## config.mk

```make
export PLATFORM = sky130hd
export DESIGN_NAME = loadResult
export DESIGN_NICKNAME = d
export VERILOG_FILES = /design/src/verilog/memAccessPkg.sv /design/src/verilog/loadResult.sv
export SDC_FILE = /design/constraint.sdc
export NUM_CORES = 1
export LEC_CHECK = 0
export BUFFER_PORTS_ARGS = -buffer_cell sky130_fd_sc_hd__buf_2
export CAP_MARGIN = 40
export CORE_AREA = 2 2 54 56
export DETAILED_ROUTE_END_ITERATION = 12
export DIE_AREA = 0 0 56 58
export PLACE_DENSITY = 0.82
export SLEW_MARGIN = 5
export SYNTH_ARGS = -nofsm -noshare
export SYNTH_HDL_FRONTEND = slang
export SYNTH_SLANG_ARGS = --single-unit
export TNS_END_PERCENT = 30
```

## constraint.sdc

```tcl
create_clock -name vclk -period 1.6
set_input_delay 0.08 -clock vclk [all_inputs]
set_output_delay 0.08 -clock vclk [all_outputs]
set_load 0.02 [all_outputs]
```

## src/verilog/memAccessPkg.sv

```systemverilog
package memAccessPkg;

    // Width of the access type field from execute
    localparam int AccessTypeWidth = 3;

    localparam int DataWidth = 32;
    localparam int HiLoWidth = 64;
    localparam int RegAddrWidth = 7;

    // Byte lanes in one data word
    localparam int LaneCount = 4;

    // Low two bits of the access type; code 2'b11 means no memory access
    typedef enum logic [1:0] {
        sizeByte = 2'b00,
        sizeHalf = 2'b01,
        sizeWord = 2'b10
    } accessSizeT;

endpackage

```

## src/verilog/loadResult.sv

```systemverilog
`timescale 1ns/1ps

module loadResult import memAccessPkg::*; (
    input  logic [DataWidth-1:0] readData,
    input  accessSizeT           accessSize,
    input  logic                 loadUnsigned,
    input  logic [1:0]           addrLow,
    input  logic                 memToReg,
    input  logic [DataWidth-1:0] aluOut,
    output logic [DataWidth-1:0] result
);

    localparam int ByteWidth = DataWidth / LaneCount;
    localparam int HalfWidth = 2 * ByteWidth;

    logic [ByteWidth-1:0] laneByte;
    logic [HalfWidth-1:0] laneHalf;
    logic                 signBit;
    logic [DataWidth-1:0] loadValue;

    // Offset picks the lane; a halfword offset is 0 or 2 once aligned
    assign laneByte = readData[ByteWidth*addrLow +: ByteWidth];
    assign laneHalf = addrLow[1] ? readData[DataWidth-1 -: HalfWidth]
                                 : readData[HalfWidth-1:0];

    always_comb
    begin
        signBit   = 1'b0;
        loadValue = readData;
        case (accessSize)
            sizeByte:
            begin
                signBit   = ~loadUnsigned & laneByte[ByteWidth-1];
                loadValue = {{(DataWidth - ByteWidth){signBit}}, laneByte};
            end
            sizeHalf:
            begin
                signBit   = ~loadUnsigned & laneHalf[HalfWidth-1];
                loadValue = {{(DataWidth - HalfWidth){signBit}}, laneHalf};
            end
            default:
            begin
                loadValue = readData;
            end
        endcase
    end

    assign result = memToReg ? loadValue : aluOut;

endmodule

```

==> flow_summary.toml <==
[min_path]
holdPathStages = 3
hold_path.class = "in2out"
holdPathEnd = "result[30]"
hold_start = "aluOut[30]"

[synth]
synth_top_area_share_pct = 14.1
synth_cell_types = 31
ys.warnings.count = 0
syn_avg_cell_area_sq_um = 6.71
synth_area_sq_um = 926
synth_area_leader_cell = "a221o_1"
synthTopCellsByArea = "a221o_1 14%, a21oi_1 12%, mux2_2 7.3%"
syn_nets = 208
synthCells = 138
ys_seq_area_share_pct = 0

[finish]
nFillCells = 277
drive_above_1_share_pct = 53.8
seq_area_sq_um = 0
multi_input_area_sq_um = 861
seq_cell_count = 0
diodes = 0
nClkBuffers = 0
final_nets = 312
final_util_pct = 57.3
design_area_sq_mm = 0.00153
syn2layout_area_growth_pct = 64.9

[placement]
io_buffers = 102
place_ws_ns = -0.0249
postPlaceCellArea_sq_mm = 0.00151
hpwl_mm = 3.00
gp_congestion = 0.864

[sta]
grt_setup_unrepaired = "yes"
fin_hold_ws_ns = 0.480
fin_setup_tns_ns = 0
slew_headroom_pct = 64.9
layout_setup_ws_ns = 0.0908
finalCritPeriodShare_pct = 94.3
finalMaxSlewViolations = 0
fmax_ghz = 0.663
setup_viol = 0
max_slew.worst_pin.slew_ns = 0.526
hold_violations = 0
post-route-min-period_ns = 1.51

[drt]
via_per_inst = 5.46
vias = 1481
route.detailed.drc = 0
first_iter_violations = 54
first_pass_iters = 4
wl_per_cell_microns = 14.0
totalWireLength_mm = 3.80
ant_nets = 0

[die]
coreArea_sq_mm = 0.00266
dieArea_sq_mm = 0.00325
die_w_microns = 56
rows = 19
start_util_pct = 34.8
io_pins = 102
fp.dieH_microns = 58

[setup_path]
cp-start-kind = "input port"
required_ns = 1.52
worst_path_most_repeated_cell = "buf_2"
crit_chain = "buf_2, nor2b_2, a21oi_1, a2111oi_4, buf_6, a221o_1, buf_2"
crit_path_end_kind = "primary output"
crit_family = "compound AO/OA/AOI/OAI gates"
critPathMaxStageDelay_ns = 0.48
crit_arrival_ns = 1.43
critPathBufInv = 3
critPathSlowestCell = "a2111oi_4"
critPathKind = "in2out"
cp_max_fo = 11

[global_routing]
grt_pass1_wl_mm = 5.98
antenna_found_initial = 0
overflow = 0
grt_max_degree = 32
grt_pass1_vias = 1409
grt_usage_pct = 21.9

[run_status]
status = "finished clean"

[power_and_ir_drop]
ir_worst_vdd_mv = 0.222
powerDensity_mw_per_mm2 = 353
p_leak_nw = 0.786

[cts]
cts_setup_buffers = 0

[job]
maxCapViolCount = 0
## how the worst max path moves through the flow
| stage | start | to | slack (ns) | cells past startpoint |
|---|---|---|---|---|
| 2_1_floorplan | addrLow[1] | result[22] | 0.23 | 6 |
| 3_3_place_gp | addrLow[1] | result[28] | -0.18 | 6 |
| 3_5_place_dp | addrLow[0] | result[15] | -0.02 | 7 |
| 4_1_cts | addrLow[1] | result[29] | 0.02 | 7 |
| 5_1_grt | addrLow[1] | result[15] | -0.003 | 7 |
| 6_report | addrLow[1] | result[29] | 0.09 | 7 |
## layer usage
layer / up-vias / track usage (%) / wire (microns)
met4: 0 / 3.74 / 0
met5: - / 0 / 0
met1: 671 / 28.7 / 1680
met3: 0 / 1.12 / 246
li1: 745 / - / -
met2: 65 / 40.3 / 1870
## per-stage QoR
stage               total power, mW  instances
floorplan                     0.315        138
global placement              0.526        270
detailed placement            0.534        271
CTS                           0.537        271
global route                  0.585        271
finish                        0.539        271
## layout make-up
| cell class | count | area share [%] |
|---|---|---|
| inverter | 2 | 0.492 |
| multi-input combinational | 122 | 56.4 |
| tap | 31 | 2.54 |
| timing repair buffer | 116 | 40.6 |
## cells by family after synthesis
group	synth area share [%]
AND/OR/NAND/NOR	33.2
multiplexers	12.3
AO/OA/AOI/OAI	46.1
buffers and inverters	8.38
## power by group
part	switching, mW	internal (mW)	leakage (nW)
clock network	0	0	0
logic	0.298	0.241	0.786
registers	0	0	0
total	0.298	0.241	0.786
## cell usage in the layout (no fill, tap or decap), types with 2 or more instances in the layout
cell        n
buf_2     102
a21oi_1    21
a221o_1    13
buf_4      13
nand2_1    12
nand2b_1    8
nand3b_1    8
nor2_1      8
and2_1      7
o22ai_1     7
mux2_2      6
a311oi_1    6
and3_1      3
a211o_1     3
inv_1       2
nor2_2      2
mux2i_1     2
## cell usage after synthesis, drive strengths merged
library cell  instances
a21o                  1
and2                  7
or3b                  1
clkbuf               10
o22a                  1
and3                  3
a21oi                22
buf                   4
nor2b                 2
inv                   2
o22ai                 8
a2111oi               1
mux2i                 2
nand3b                8
nand2                12
a41oi                 1
nand4                 1
a221o                13
nand3                 1
nand4b                1
nor2                 10
or3                   1
mux2                  8
o21ai                 1
nand2b                8
a311oi                6
a211o                 3
## tightest hold or removal path, delay by kind of cell
family | cells | cell delay [ns]
buffers and inverters | 2 | 0.22
AO/OA/AOI/OAI | 1 | 0.10
## timing repair
item / 4_1_cts / 5_1_grt
hold buffers: 0 / 0
gates resized for setup: 1 / 2
pin swaps: 1 / 1
endpoints found under the setup margin: 9 / 13
Note: power is estimated with default switching activity, not from simulation.
