`src/verilog/memAccessPkg.sv`:
```
package memAccessPkg;

    // Width of the access type field from execute
    localparam int AccessTypeWidth = 3;

    localparam int DataWidth = 32;
    localparam int HiLoWidth = 64;
    localparam int RegAddrWidth = 7;

    // Byte lanes in one data word
    localparam int LaneCount = 4;

    // Low two bits of the access type; code 2'b11 means no memory access
    typedef enum logic [1:0] {
        sizeByte = 2'b00,
        sizeHalf = 2'b01,
        sizeWord = 2'b10
    } accessSizeT;

endpackage

```
`src/verilog/memAccessDecode.sv`:
```
`timescale 1ns/1ps

module memAccessDecode import memAccessPkg::*; (
    input  logic [AccessTypeWidth-1:0] accessType,
    input  logic [1:0]                 addrLow,
    output accessSizeT                 accessSize,
    output logic                       loadUnsigned,
    output logic [LaneCount-1:0]       laneMask,
    output logic                       misaligned
);

    assign accessSize   = accessSizeT'(accessType[1:0]);
    assign loadUnsigned = accessType[2];

    // Lane mask and alignment check from size and byte offset
    always_comb
    begin
        laneMask   = '0;
        misaligned = 1'b0;
        case (accessSize)
            sizeByte:
            begin
                laneMask = LaneCount'(1) << addrLow;
            end
            sizeHalf:
            begin
                if (addrLow[0])
                begin
                    misaligned = 1'b1;
                end
                else
                begin
                    // Offset is 0 or 2 here, so the pair lands on lanes 0-1 or 2-3
                    laneMask = LaneCount'(2'b11) << addrLow;
                end
            end
            sizeWord:
            begin
                if (addrLow != 2'b00)
                begin
                    misaligned = 1'b1;
                end
                else
                begin
                    laneMask = '1;
                end
            end
            default:
            begin
                laneMask = '0;
            end
        endcase
    end

endmodule

```
`config.mk`:
```
export PLATFORM = sky130hd
export DESIGN_NAME = memAccessDecode
export DESIGN_NICKNAME = d
export VERILOG_FILES = /design/src/verilog/memAccessPkg.sv /design/src/verilog/memAccessDecode.sv
export SDC_FILE = /design/constraint.sdc
export NUM_CORES = 1
export LEC_CHECK = 0
export BUFFER_PORTS_ARGS = -buffer_cell sky130_fd_sc_hd__buf_2
export CORE_AREA = 2 2 39 41
export DETAILED_ROUTE_END_ITERATION = 10
export DIE_AREA = 0 0 41 43
export PLACE_DENSITY = 0.47
export SLEW_MARGIN = 25
export SYNTH_ARGS = -nofsm -noshare
export SYNTH_HDL_FRONTEND = slang
export SYNTH_SLANG_ARGS = --single-unit
```
`constraint.sdc`:
```
create_clock -name vclk -period 0.87
set_input_delay 0.0435 -clock vclk [all_inputs]
set_output_delay 0.0435 -clock vclk [all_outputs]
set_load 0.05 [all_outputs]
```
==> impl_metrics.py <==
metrics = {
    "detailed_routing": {
        "num_vias": 231,
        "drt-total-wl_um": 643,
        "drt-pass1-iter-count": 1,
        "drc": 0,
        "routedWlPerCell_um": 10.9,
        "ant_nets": 0,
        "viasPerCell": 3.92,
        "first_iter_violations": 0,
    },
    "worst_setup_path": {
        "cp_data_required_time_ps": 830,
        "end_kind": "primary output",
        "crit_path_start_kind": "primary input",
        "crit_slowest_cell": "a2111oi_4",
        "crit_end": "laneMask[1]",
        "critPathKind": "in -> out",
        "critical_path.startpoint": "accessType[1]",
        "path_max_fanout": 4,
        "slowest_delay_ps": 200,
        "crit_chain": "buf_12 > inv_12 > ha_4 > nor3_1 > buf_4 > a2111oi_4 > buf_6",
        "cp.arrival_ps": 960,
    },
    "sta": {
        "fmax_mhz": 996,
        "setup_viol": 5,
        "hold_viol": 0,
        "holdWs_ps": 87.1,
        "rsz0062_at_grt": "yes",
        "slew_headroom": 0.825,
        "setup_tns_ps": -309,
        "period_needed_ps": 1000,
        "setup_slack_ps": -134,
        "tightest_slew_ps": 263,
        "fin_crit_sh": 1.15,
        "finalMaxSlewViolations": 0,
    },
    "finish": {
        "syn_to_final_growth_pct": 184,
        "finalNetCount": 56,
        "antennaDiodeCount": 0,
        "clkbuf_count": 0,
        "seq_cell_count": 0,
        "n_fill_cell": 129,
        "register_area_um2": 0,
        "drive_above_1_share": 0.884,
    },
    "global_routing": {
        "grt_first_pass_wirelength_mm": 1.10,
        "first_global_vias": 255,
        "globalRouteOverflowTotal": 0,
        "antenna_found_initial": 0,
        "grt_usage": 0.0880,
        "grt_max_degree": 8,
    },
    "power_and_ir_drop": {
        "combPwrFrac": 1.000,
        "p_switching_mw": 0.187,
        "max-vdd-ir-drop_v": 0.000181,
        "p_clk_frac": 0,
        "internal-power_mw": 0.155,
        "sw_frac_of_total": 0.547,
        "p_seq_frac": 0,
        "powerDensity_nw_per_um2": 593,
        "p_leak_nw": 0.217,
    },
    "placed_design": {
        "gp_congestion": 0.653,
        "io_buffers": 11,
        "dp_hpwl_um": 571,
    },
    "die": {
        "fp.dieW_um": 41,
        "start_util": 0.146,
        "io_pins": 13,
        "die_area_um2": 1760,
        "rows": 14,
        "core_um2": 1380,
        "die_h_um": 43,
    },
    "run_status": {
        "status": "finished with violations",
        "violations": "negative setup slack",
    },
    "yosys": {
        "synth_area_per_cell_um2": 7.80,
        "synth_nets": 37,
        "synth_cell_types": 13,
        "ys_warn_count": 0,
        "yosysSeqAreaShare": 0,
        "syn_area_um2": 203,
        "syn_inst": 26,
    },
    "clock_network": {
        "hold_buffers": 0,
        "post-cts-setup-buffers": 0,
    },
    "worst_hold_path": {
        "hp-class": "in -> out",
    },
    "run": {
        "maxCapViolations": 0,
    },
}
==> repair_timing <==
item                       CTS  global route
gates resized for setup     19             0
pin swaps                    3             1
setup endpoints to repair    5             5
==> cells in the final DEF (no fill, tap or decap) <==
cell type,instances
buf_6,5
nor2_1,1
a2111oi_4,1
buf_4,8
nor3b_2,1
buf_2,4
a211oi_4,1
a21boi_2,2
nor4_4,2
inv_2,1
mux2i_2,1
inv_12,1
o21ai_2,1
buf_12,3
inv_1,1
inv_16,1
nor3_1,2
ha_4,6
nand2_1,1
==> power by group through the flow <==
stage                     registers [mW]  clock network (mW)  logic [mW]
after CTS                              0                   0       0.347
after global routing                   0                   0       0.364
after floorplan                        0                   0       0.209
after detailed placement               0                   0       0.307
final                                  0                   0       0.341
after global placement                 0                   0       0.299
==> worst max-delay path: cells and delay by family <==
kind / cells / cell delay (ps)
and+or+nand+nor: 1 / 50
buffers and inverters: 4 / 530
adders and majority gates: 1 / 140
AOI/OAI and AO/OA: 1 / 200
==> synth_stat cells <==
cell type  number  area, um2
a211oi_2        1       12.5
nor3_1          2       10.0
inv_1           4       15.0
nor2_1          1       3.75
mux2i_1         1       10.0
a2111oi_1       1       10.0
ha_1            6       75.1
a21boi_1        2       15.0
o21ai_1         1       5.00
nor3b_1         1       7.51
buf_4           3       22.5
nand2_1         1       3.75
nor4_1          2       12.5
==> area by class of cell <==
cell class         count  area [um2]  area share
multi-input cells     19         315       0.548
repair buffers        20         196       0.341
inverters              4        43.8      0.0761
well taps             16        20.0      0.0348
==> through the flow <==
| stage | setup slack, ps | util | total power [mW] | cell area (um2) | instances |
|---|---|---|---|---|---|
| floorplan | -130 | - | 0.209 | 378 | 26 |
| global placement | -376 | 0.369 | 0.299 | 510 | 59 |
| detailed placement | -380 | 0.369 | 0.307 | 510 | 59 |
| CTS | -133 | 0.416 | 0.347 | 576 | 59 |
| global route | -179 | 0.416 | 0.364 | 576 | 59 |
| finish | -134 | 0.416 | 0.341 | 576 | 59 |
==> routing by layer <==
metal / vias to the layer above / global-route usage / part of all wire
li1: 123 / - / -
met1: 103 / 0.0857 / 0.33
met2: 5 / 0.191 / 0.63
met3: 0 / 0 / 0.033
met4: 0 / 0 / 0
met5: - / 0 / 0
==> logic make-up after synthesis <==
| logic type | after synthesis | share of synthesized area |
|---|---|---|
| simple gates | 7 | 0.185 |
| compound gates | 5 | 0.210 |
| buf+inv | 7 | 0.185 |
| mux | 1 | 0.0494 |
| fa+ha+maj | 6 | 0.370 |
==> worst min path at each step <==
stage                        startpoint            to  depth (start not counted)
after floorplan              addrLow[0]   laneMask[2]                          1
after global routing      accessType[2]  loadUnsigned                          0
after CTS                 accessType[2]  loadUnsigned                          0
after detailed placement  accessType[2]  loadUnsigned                          0
after global placement    accessType[2]  loadUnsigned                          0
final                     accessType[2]  loadUnsigned                          0
Power figures use the tool's default switching activity.
