### src/verilog/memAccessPkg.sv
package memAccessPkg;

    // Width of the access type field from execute
    localparam int AccessTypeWidth = 3;

    localparam int DataWidth = 32;
    localparam int HiLoWidth = 64;
    localparam int RegAddrWidth = 7;

    // Byte lanes in one data word
    localparam int LaneCount = 4;

    // Low two bits of the access type; code 2'b11 means no memory access
    typedef enum logic [1:0] {
        sizeByte = 2'b00,
        sizeHalf = 2'b01,
        sizeWord = 2'b10
    } accessSizeT;

endpackage

### src/verilog/storeAlign.sv
`timescale 1ns/1ps

module storeAlign import memAccessPkg::*; (
    input  logic [LaneCount-1:0] laneMask,
    input  logic                 memWrite,
    input  logic [DataWidth-1:0] storeData,
    output logic [LaneCount-1:0] byteWe,
    output logic [DataWidth-1:0] ramWriteData
);

    localparam int ByteWidth = DataWidth / LaneCount;
    localparam int HalfWidth = 2 * ByteWidth;

    logic [DataWidth-1:0] replicated;
    logic [DataWidth-1:0] laneBits;

    assign byteWe = memWrite ? laneMask : '0;

    // The number of set lanes tells byte, halfword or word apart
    always_comb
    begin
        case (laneMask)
            4'b1111:
            begin
                replicated = storeData;
            end
            4'b0011, 4'b1100:
            begin
                replicated = {(LaneCount / 2){storeData[HalfWidth-1:0]}};
            end
            default:
            begin
                replicated = {LaneCount{storeData[ByteWidth-1:0]}};
            end
        endcase
    end

    // Expand each lane bit over its byte so unselected lanes stay zero
    always_comb
    begin
        for (int i = 0; i < LaneCount; i++)
        begin
            laneBits[ByteWidth*i +: ByteWidth] = {ByteWidth{laneMask[i]}};
        end
    end

    assign ramWriteData = replicated & laneBits;

endmodule

### config.mk
export PLATFORM = sky130hd
export DESIGN_NAME = storeAlign
export DESIGN_NICKNAME = d
export VERILOG_FILES = /design/src/verilog/memAccessPkg.sv /design/src/verilog/storeAlign.sv
export SDC_FILE = /design/constraint.sdc
export NUM_CORES = 1
export LEC_CHECK = 0
export BUFFER_PORTS_ARGS = -buffer_cell sky130_fd_sc_hd__buf_4
export CORE_MARGIN = 5
export CORE_UTILIZATION = 36
export DETAILED_ROUTE_END_ITERATION = 7
export PLACE_DENSITY = 0.89
export RECOVER_POWER = 100
export SLEW_MARGIN = 30
export SYNTH_ARGS = -nofsm -noshare
export SYNTH_HDL_FRONTEND = slang
export SYNTH_SLANG_ARGS = --single-unit
### constraint.sdc
create_clock -name vclk -period 3.3
set_input_delay 0.99 -clock vclk [all_inputs]
set_output_delay 0.99 -clock vclk [all_outputs]
set_load 0.02 [all_outputs]
==> impl_results.md, run 1 <==
* Most frequent cells in the layout: buf_4, nand2_1, clkbuf_1, clkbuf_2, and2_1
* Worst Path Arrival at 2.20 ns
* Worst Tran Pin Value at roughly 0.51 ns
* Fmax at 314 MHz
* Post-Syn Instances at 100
* Core area at between 0.0015 and 0.002 mm²
* Initial Util at about 38%
* FFs & Latches at 0
* Lkg Pwr at between 0.5 and 0.6 nW
* Initial antenna violation count at 0
* Die W at 49.8 µm
* Syn nets at 137
* Final WS setup at ~0.11 ns
* Register area share after synthesis at 0%
* Crit start category: input port
* Pwr/cell area at between 150 and 200 mW/mm²
* First-pass GRT wire length at 4050 µm
* Vias/cell at ~5
* Worst slack, placed at 0.183 ns
* Final HPWL DP at 2100 µm
* First-pass iteration count of the detailed router at 4
* Final min period at 3.19 ns
* Final nets at 209
* GR Overflow Total at 0
* Total of max-cap violations at 0
* Register area at 0 µm²
* Vias at between 900 and 1,000
* Final Cell Area at 0.00103 mm²
* CTS Hold Buffers Added at 0
* # IOs at 73
* CP Class: in -> out
* RSZ-0062 raised after global routing: false
* CP max FO at 22
* Setup Viol. Count Final at 0
* PortBufs at between 70 and 80
* Warnings from Yosys at 0
* Rel. slew slack at 65.8%
* Max IR drop VDD at 0.0000898 V
* Period utilization at 96.5%
* Area growth syn-to-layout at 80.7%
* Post-Synthesis Cell Area at 571 µm²
* Largest net degree at the start of global routing at 23
* Final hold viol count at 0
* Setup TNS at 0 ns
* Vias in the first global route at 867
* CP endpoint kind: primary output
* Post-cts sizing count at 0
* Routed Wire Length at 2480 µm
* Die height at 49.8 µm
* Syn avg cell area at 5.71 µm²
* Area after DPL at 0.00112 mm²
* GRT Total Usage at a little under a fifth
* Wire length per cell at 13.3 µm
* DRT iter0 DRCs at 14
* Cell row count at 14
* Share of cells above drive strength 1 at between 30% and 40%
* DRC Markers at 0
* Ant diodes at 0
* Hold Crit Class: in -> out
* Most common cell after layout, fill and taps aside: buf_4
* Status: completed
* Die ar. at 0.00248 mm²
* CP required at 2.31 ns
* Filler Cells Inserted at 163
* ANT nets after route at 0
* Post-CTS setup buffers at 0
* Routability cong. at 0.789
* Synth unique cells at 19
* Count of clock buffers in the final design at 0
* Pins Over Slew Limit at 0
-- worst max-delay path: stages --
cell and delay [ns]:
buf_4 0.22, xor2_2 0.17, o21a_1 0.14, clkbuf_2 0.26, mux2i_1 0.21, clkbuf_2 0.20
-- area by class of cell --
class	instances	area (µm²)	share of cell area, %
inverters	9	33.8	3.28
multi-input cells	84	487	47.2
well taps	16	20.0	1.94
repair buffers	77	490	47.6
-- worst paths after layout --
| check | from | to | slack, ns | cells after the start |
|---|---|---|---|---|
| setup / recovery | laneMask[1] | ramWriteData[8] | 0.11 | 6 |
| hold / removal | memWrite | byteWe[1] | 2.33 | 3 |
-- through the flow --
stage                     utilization (%)  instances  total power [mW]  hold slack, ns
after floorplan                         -        100            0.0864            2.15
after global placement               74.3        186             0.176            2.31
after detailed placement             74.3        186             0.179            2.31
after CTS                            74.3        186             0.179            2.31
after global routing                 68.4        186             0.177            2.34
final                                68.4        186             0.163            2.33
-- cells in the mapped netlist, drive strengths merged (2+ instances only) --
cell type | n | area, µm²
nand2 | 33 | 124
and2 | 12 | 75.1
o21ai | 9 | 45.0
a21oi | 8 | 40.0
a22oi | 8 | 60.1
inv | 8 | 30.0
mux2i | 8 | 80.1
buf | 5 | 42.5
clkbuf | 2 | 7.51
-- cells by family (layout without fill, tap and decap cells) --
family	after synthesis	after routing	synth area share, %
AOI/OAI and AO/OA	26	26	26.8
muxes	8	8	14.0
buffers and inverters	16	86	14.7
xor gates and xnor gates	1	1	2.85
and+or+nand+nor	49	49	41.7
-- metal layers --
metal,GRT usage (%),vias up,routed length [µm]
met5,0,-,0
met4,1.31,0,14
met3,2.11,2,148
met2,37.1,36,1350
met1,22.8,422,968
li1,-,475,-
-- power by group --
part | internal, mW | leakage (nW) | switching [mW] | total (mW)
logic | 0.0709 | 0.582 | 0.0918 | 0.163
clock network | 0 | 0 | 0 | 0
registers | 0 | 0 | 0 | 0
total | 0.0709 | 0.582 | 0.0918 | 0.163
(Power assumes the default switching activity.)
==> run 2, diff against run 1 <==
- CORE_UTILIZATION: 36 -> 34
- PLACE_DENSITY: 0.89 -> 0.85
- clock period: 3.3 -> 3.4 ns (I/O delays scaled with it)
==> impl_results.md, run 2 (synthesized netlist as in run 1, its figures left out) <==
* Rel. slew slack at between 60% and 70%
* Filler Cells Inserted at 166
* CP max FO at 22
* Power Total at 0.159 mW
* Count of clock buffers in the final design at 0
* Post-cts sizing count at 0
* Cell row count at 14
* Die W at slightly above 50 µm
* Min-Delay Endpoint: byteWe[0]
* Dpl cells at 185
* Die ar. at approximately 0.0026 mm²
* Most common cell after layout, fill and taps aside: buf_4
* Sw frac at ~56%
* GRT Total Usage at 19.0%
* Pwr/cell area at 154 mW/mm²
* Initial antenna violation count at 0
* Period utilization at 96.0%
* CP required at 2.38 ns
* GR Overflow Total at 0
* Grt met1 use at a little over a fifth
* Area after DPL at 0.00111 mm²
* Total of max-cap violations at 0
* Final WS setup at about 0.14 ns
* Initial Util at 37.0%
* Largest net degree at the start of global routing at 23
* Lkg Pwr at slightly below 0.6 nW
* Final Cell Area at 0.00103 mm²
* Post-layout util at 67.1%
* Routability cong. at roughly 0.76
* Hold depth at 3
* Most frequent cells in the layout: buf_4, nand2_1, clkbuf_2
* Vias in the first global route at 884
* CP Class: in -> out
* Hold_sp: memWrite
* Met2 Usage GRT at 38.0%
* ANT nets after route at 0
* # IOs at 73
* Die height at 51.0 µm
* Final non-filler cell total at around 190
* Fmax at 306 MHz
* Met3 usage at 4.36%
* Combinational power share at 100.0%
* Share of cells above drive strength 1 at 40.8%
* DRC Markers at 0
* Vias at roughly 950
* Setup TNS at 0 ns
* Busiest layer in global routing: met2
* Final hold viol count at 0
* Hold Crit Class: in -> out
* FFs & Latches at 0
* Internal power at 0.0701 mW
* Worst slack, placed at 0.238 ns
* Final nets at 208
* Core area at 0.00154 mm²
* Final HPWL DP at 2140 µm
* First-pass iteration count of the detailed router at 4
* First-pass GRT wire length at 4080 µm
* Sequential share of power at 0%
* Worst Path Arrival at 2.24 ns
* PortBufs at 73
* Clk network pwr share at 0%
* Crit start category: input port
* Area growth syn-to-layout at 81.4%
* NetSw at 0.0892 mW
* CP endpoint kind: primary output
* Routed Wire Length at 2520 µm
* Vias/cell at 5.11
* Wire length per cell at 13.6 µm
* Max IR drop VDD at about 0.000099 V
* Ant diodes at 0
* Post-CTS setup buffers at 0
* Setup Viol. Count Final at 0
* Register area at 0 µm²
* Hold slack at between 2 and 2.5 ns
* Final min period at 3.26 ns
* Worst Tran Pin Value at a little over 0.5 ns
* CTS Hold Buffers Added at 0
* Pins Over Slew Limit at 0
* RSZ-0062 raised after global routing: false
* DRT iter0 DRCs at 27
* Status: completed
-- run 2: cell count changes in the layout (fill, tap and decap cells not counted) --
| cell | previous run | this run |
|---|---|---|
| clkbuf_1 | 14 | 9 |
| clkbuf_2 | 14 | 17 |
| buf_4 | 49 | 50 |
-- run 2: layer usage --
layer  routed length (µm)  share of wire, %
met1                  926                37
met2                 1340                53
met3                  221               8.8
met4                   25              0.99
met5                    0                 0
-- run 2: cell type report --
type / instances / area [µm²] / area share (%)
Tap cell: 16 / 20.0 / 1.93
Multi-Input combinational cell: 84 / 487 / 47.0
Inverter: 9 / 33.8 / 3.26
Timing Repair Buffer: 76 / 494 / 47.8
-- run 2: worst max-delay path: stages --
cell and delay [ns]:
buf_4 0.21, xor2_2 0.17, o21a_1 0.14, clkbuf_2 0.26, mux2i_1 0.24, clkbuf_2 0.19
-- run 2: power by group through the flow --
stage          Clock [mW]  Sequential [mW]  Combinational, mW
5_1_grt                 0                0              0.173
6_report                0                0              0.159
3_5_place_dp            0                0              0.173
2_1_floorplan           0                0             0.0838
4_1_cts                 0                0              0.174
3_3_place_gp            0                0              0.170
-- run 2: worst max path at each step --
stage | startpoint | end | slack (ns) | cells past startpoint
2_1_floorplan | laneMask[1] | ramWriteData[10] | 0.39 | 5
3_3_place_gp | laneMask[1] | ramWriteData[31] | 0.28 | 5
3_5_place_dp | laneMask[1] | ramWriteData[26] | 0.24 | 5
4_1_cts | laneMask[1] | ramWriteData[26] | 0.24 | 5
5_1_grt | laneMask[1] | ramWriteData[22] | 0.06 | 6
6_report | laneMask[1] | ramWriteData[10] | 0.14 | 6
==> run 3, diff against run 2 <==
- BUFFER_PORTS_ARGS: -buffer_cell sky130_fd_sc_hd__buf_4 -> not set
- CORE_AREA: not set -> 5 5 42 44
- CORE_MARGIN: 5 -> not set
- CORE_UTILIZATION: 34 -> not set
- DIE_AREA: not set -> 0 0 47 49
- DONT_BUFFER_PORTS: not set -> 1
- PLACE_DENSITY: 0.85 -> not set
==> impl_results.md, run 3 (synthesized netlist as in run 1, its figures left out) <==
* Status: completed
* Hold depth at 2
* Final WS setup at 0.300 ns
* Pins Over Slew Limit at 0
* Largest net degree at the start of global routing at 23
* Total of max-cap violations at 0
* Dpl cells at 130
* Rel. slew slack at 64.8%
* Post-CTS setup buffers at 0
* Ant diodes at 0
* Post-cts sizing count at 0
* Power Total at 0.0958 mW
* RSZ-0062 raised after global routing: false
* Wire length per cell at 15.1 µm
* Pwr/cell area at between 150 and 200 mW/mm²
* Core area at between 0.001 and 0.0015 mm²
* Routed Wire Length at 1960 µm
* Hold Crit Class: in -> out
* Final non-filler cell total at 130
* Routability cong. at ~0.67
* Area after DPL at 698 µm²
* Initial Util at 40.7%
* ANT nets after route at 0
* Crit start category: input port
* Cell chain of the critical path: xor2_2 -> o21a_1 -> buf_4 -> mux2i_1 -> clkbuf_1
* Final min period at 3.10 ns
* Fmax at between 300 and 400 MHz
* Die W at 47 µm
* CP required at roughly 2.4 ns
* Setup Viol. Count Final at 0
* Vias in the first global route at 673
* First-pass GRT wire length at 3140 µm
* FFs & Latches at 0
* Worst Path Arrival at ~2.1 ns
* Count of clock buffers in the final design at 0
* Cell row count at 14
* GRT Total Usage at 16.9%
* First-pass iteration count of the detailed router at 4
* Area growth syn-to-layout at 10.5%
* Register area at 0 µm²
* Die ar. at 0.00230 mm²
* # IOs at 73
* Worst slack, placed at 0.379 ns
* Final Cell Area at 631 µm²
* Slowest cell on the critical path: o21a_1
* Vias/cell at 5.54
* Final hold viol count at 0
* Worst Tran Pin Value at approximately 0.52 ns
* CP Class: in -> out
* DRT iter0 DRCs at 18
* GR Overflow Total at 0
* Initial antenna violation count at 0
* Setup TNS at 0 ns
* DRC Markers at 0
* Filler Cells Inserted at 166
* Share of cells above drive strength 1 at 4.39%
* Final HPWL DP at 1610 µm
* Period utilization at roughly nine tenths
* Vias at 720
* Final nets at 153
* Most common cell after layout, fill and taps aside: nand2_1
* Max IR drop VDD at around 0.000054 V
* Most frequent cells in the layout: nand2_1, clkbuf_1, and2_0
* Die height at just under 50 µm
* CP max FO at 14
* Crit-path max cell delay at 0.26 ns
* Lkg Pwr at about 0.29 nW
* CP endpoint kind: primary output
* CTS Hold Buffers Added at 0
* PortBufs at 0
## run 3: changes by cell type in the layout (fill, tap and decap cells not counted)
cell / delta
and2_0: +10
clkbuf_2: -17
and2_1: -10
buf_4: -47
clkbuf_1: +9
## run 3: area by class of cell
class	instances	area, µm²	area share [%]
Multi-Input combinational cell	84	487	77.2
Timing Repair Buffer	21	90.1	14.3
Inverter	9	33.8	5.36
Tap cell	16	20.0	3.17
## run 3: stage by stage
| stage | utilization, % | hold WS, ns |
|---|---|---|
| floorplan | - | 2.21 |
| global placement | 49.8 | 2.22 |
| detailed placement | 49.8 | 2.22 |
| CTS | 49.8 | 2.22 |
| global route | 45.0 | 2.23 |
| finish | 45.0 | 2.22 |
## run 3: worst max-delay path: cells and delay by family
family	cells	cell delay, ns
buffers and inverters	2	0.45
xor gates and xnor gates	1	0.14
muxes	1	0.20
AOI/OAI and AO/OA	1	0.26
## run 3: worst paths after layout
path	end	slack, ns	start
hold / removal	ramWriteData[18]	2.22	storeData[18]
setup / recovery	ramWriteData[12]	0.30	laneMask[0]
## run 3: per-layer routing
| layer | vias to the layer above | GRT usage, % | part of all wire, % |
|---|---|---|---|
| li1 | 362 | - | - |
| met1 | 316 | 21.6 | 38 |
| met2 | 42 | 29.9 | 51 |
| met3 | 0 | 3.32 | 11 |
| met4 | 0 | 0 | 0 |
| met5 | - | 0 | 0 |
## run 3: power by group
group	internal [mW]	switching, mW
logic	0.0293	0.0665
clock network	0	0
registers	0	0
total	0.0293	0.0665
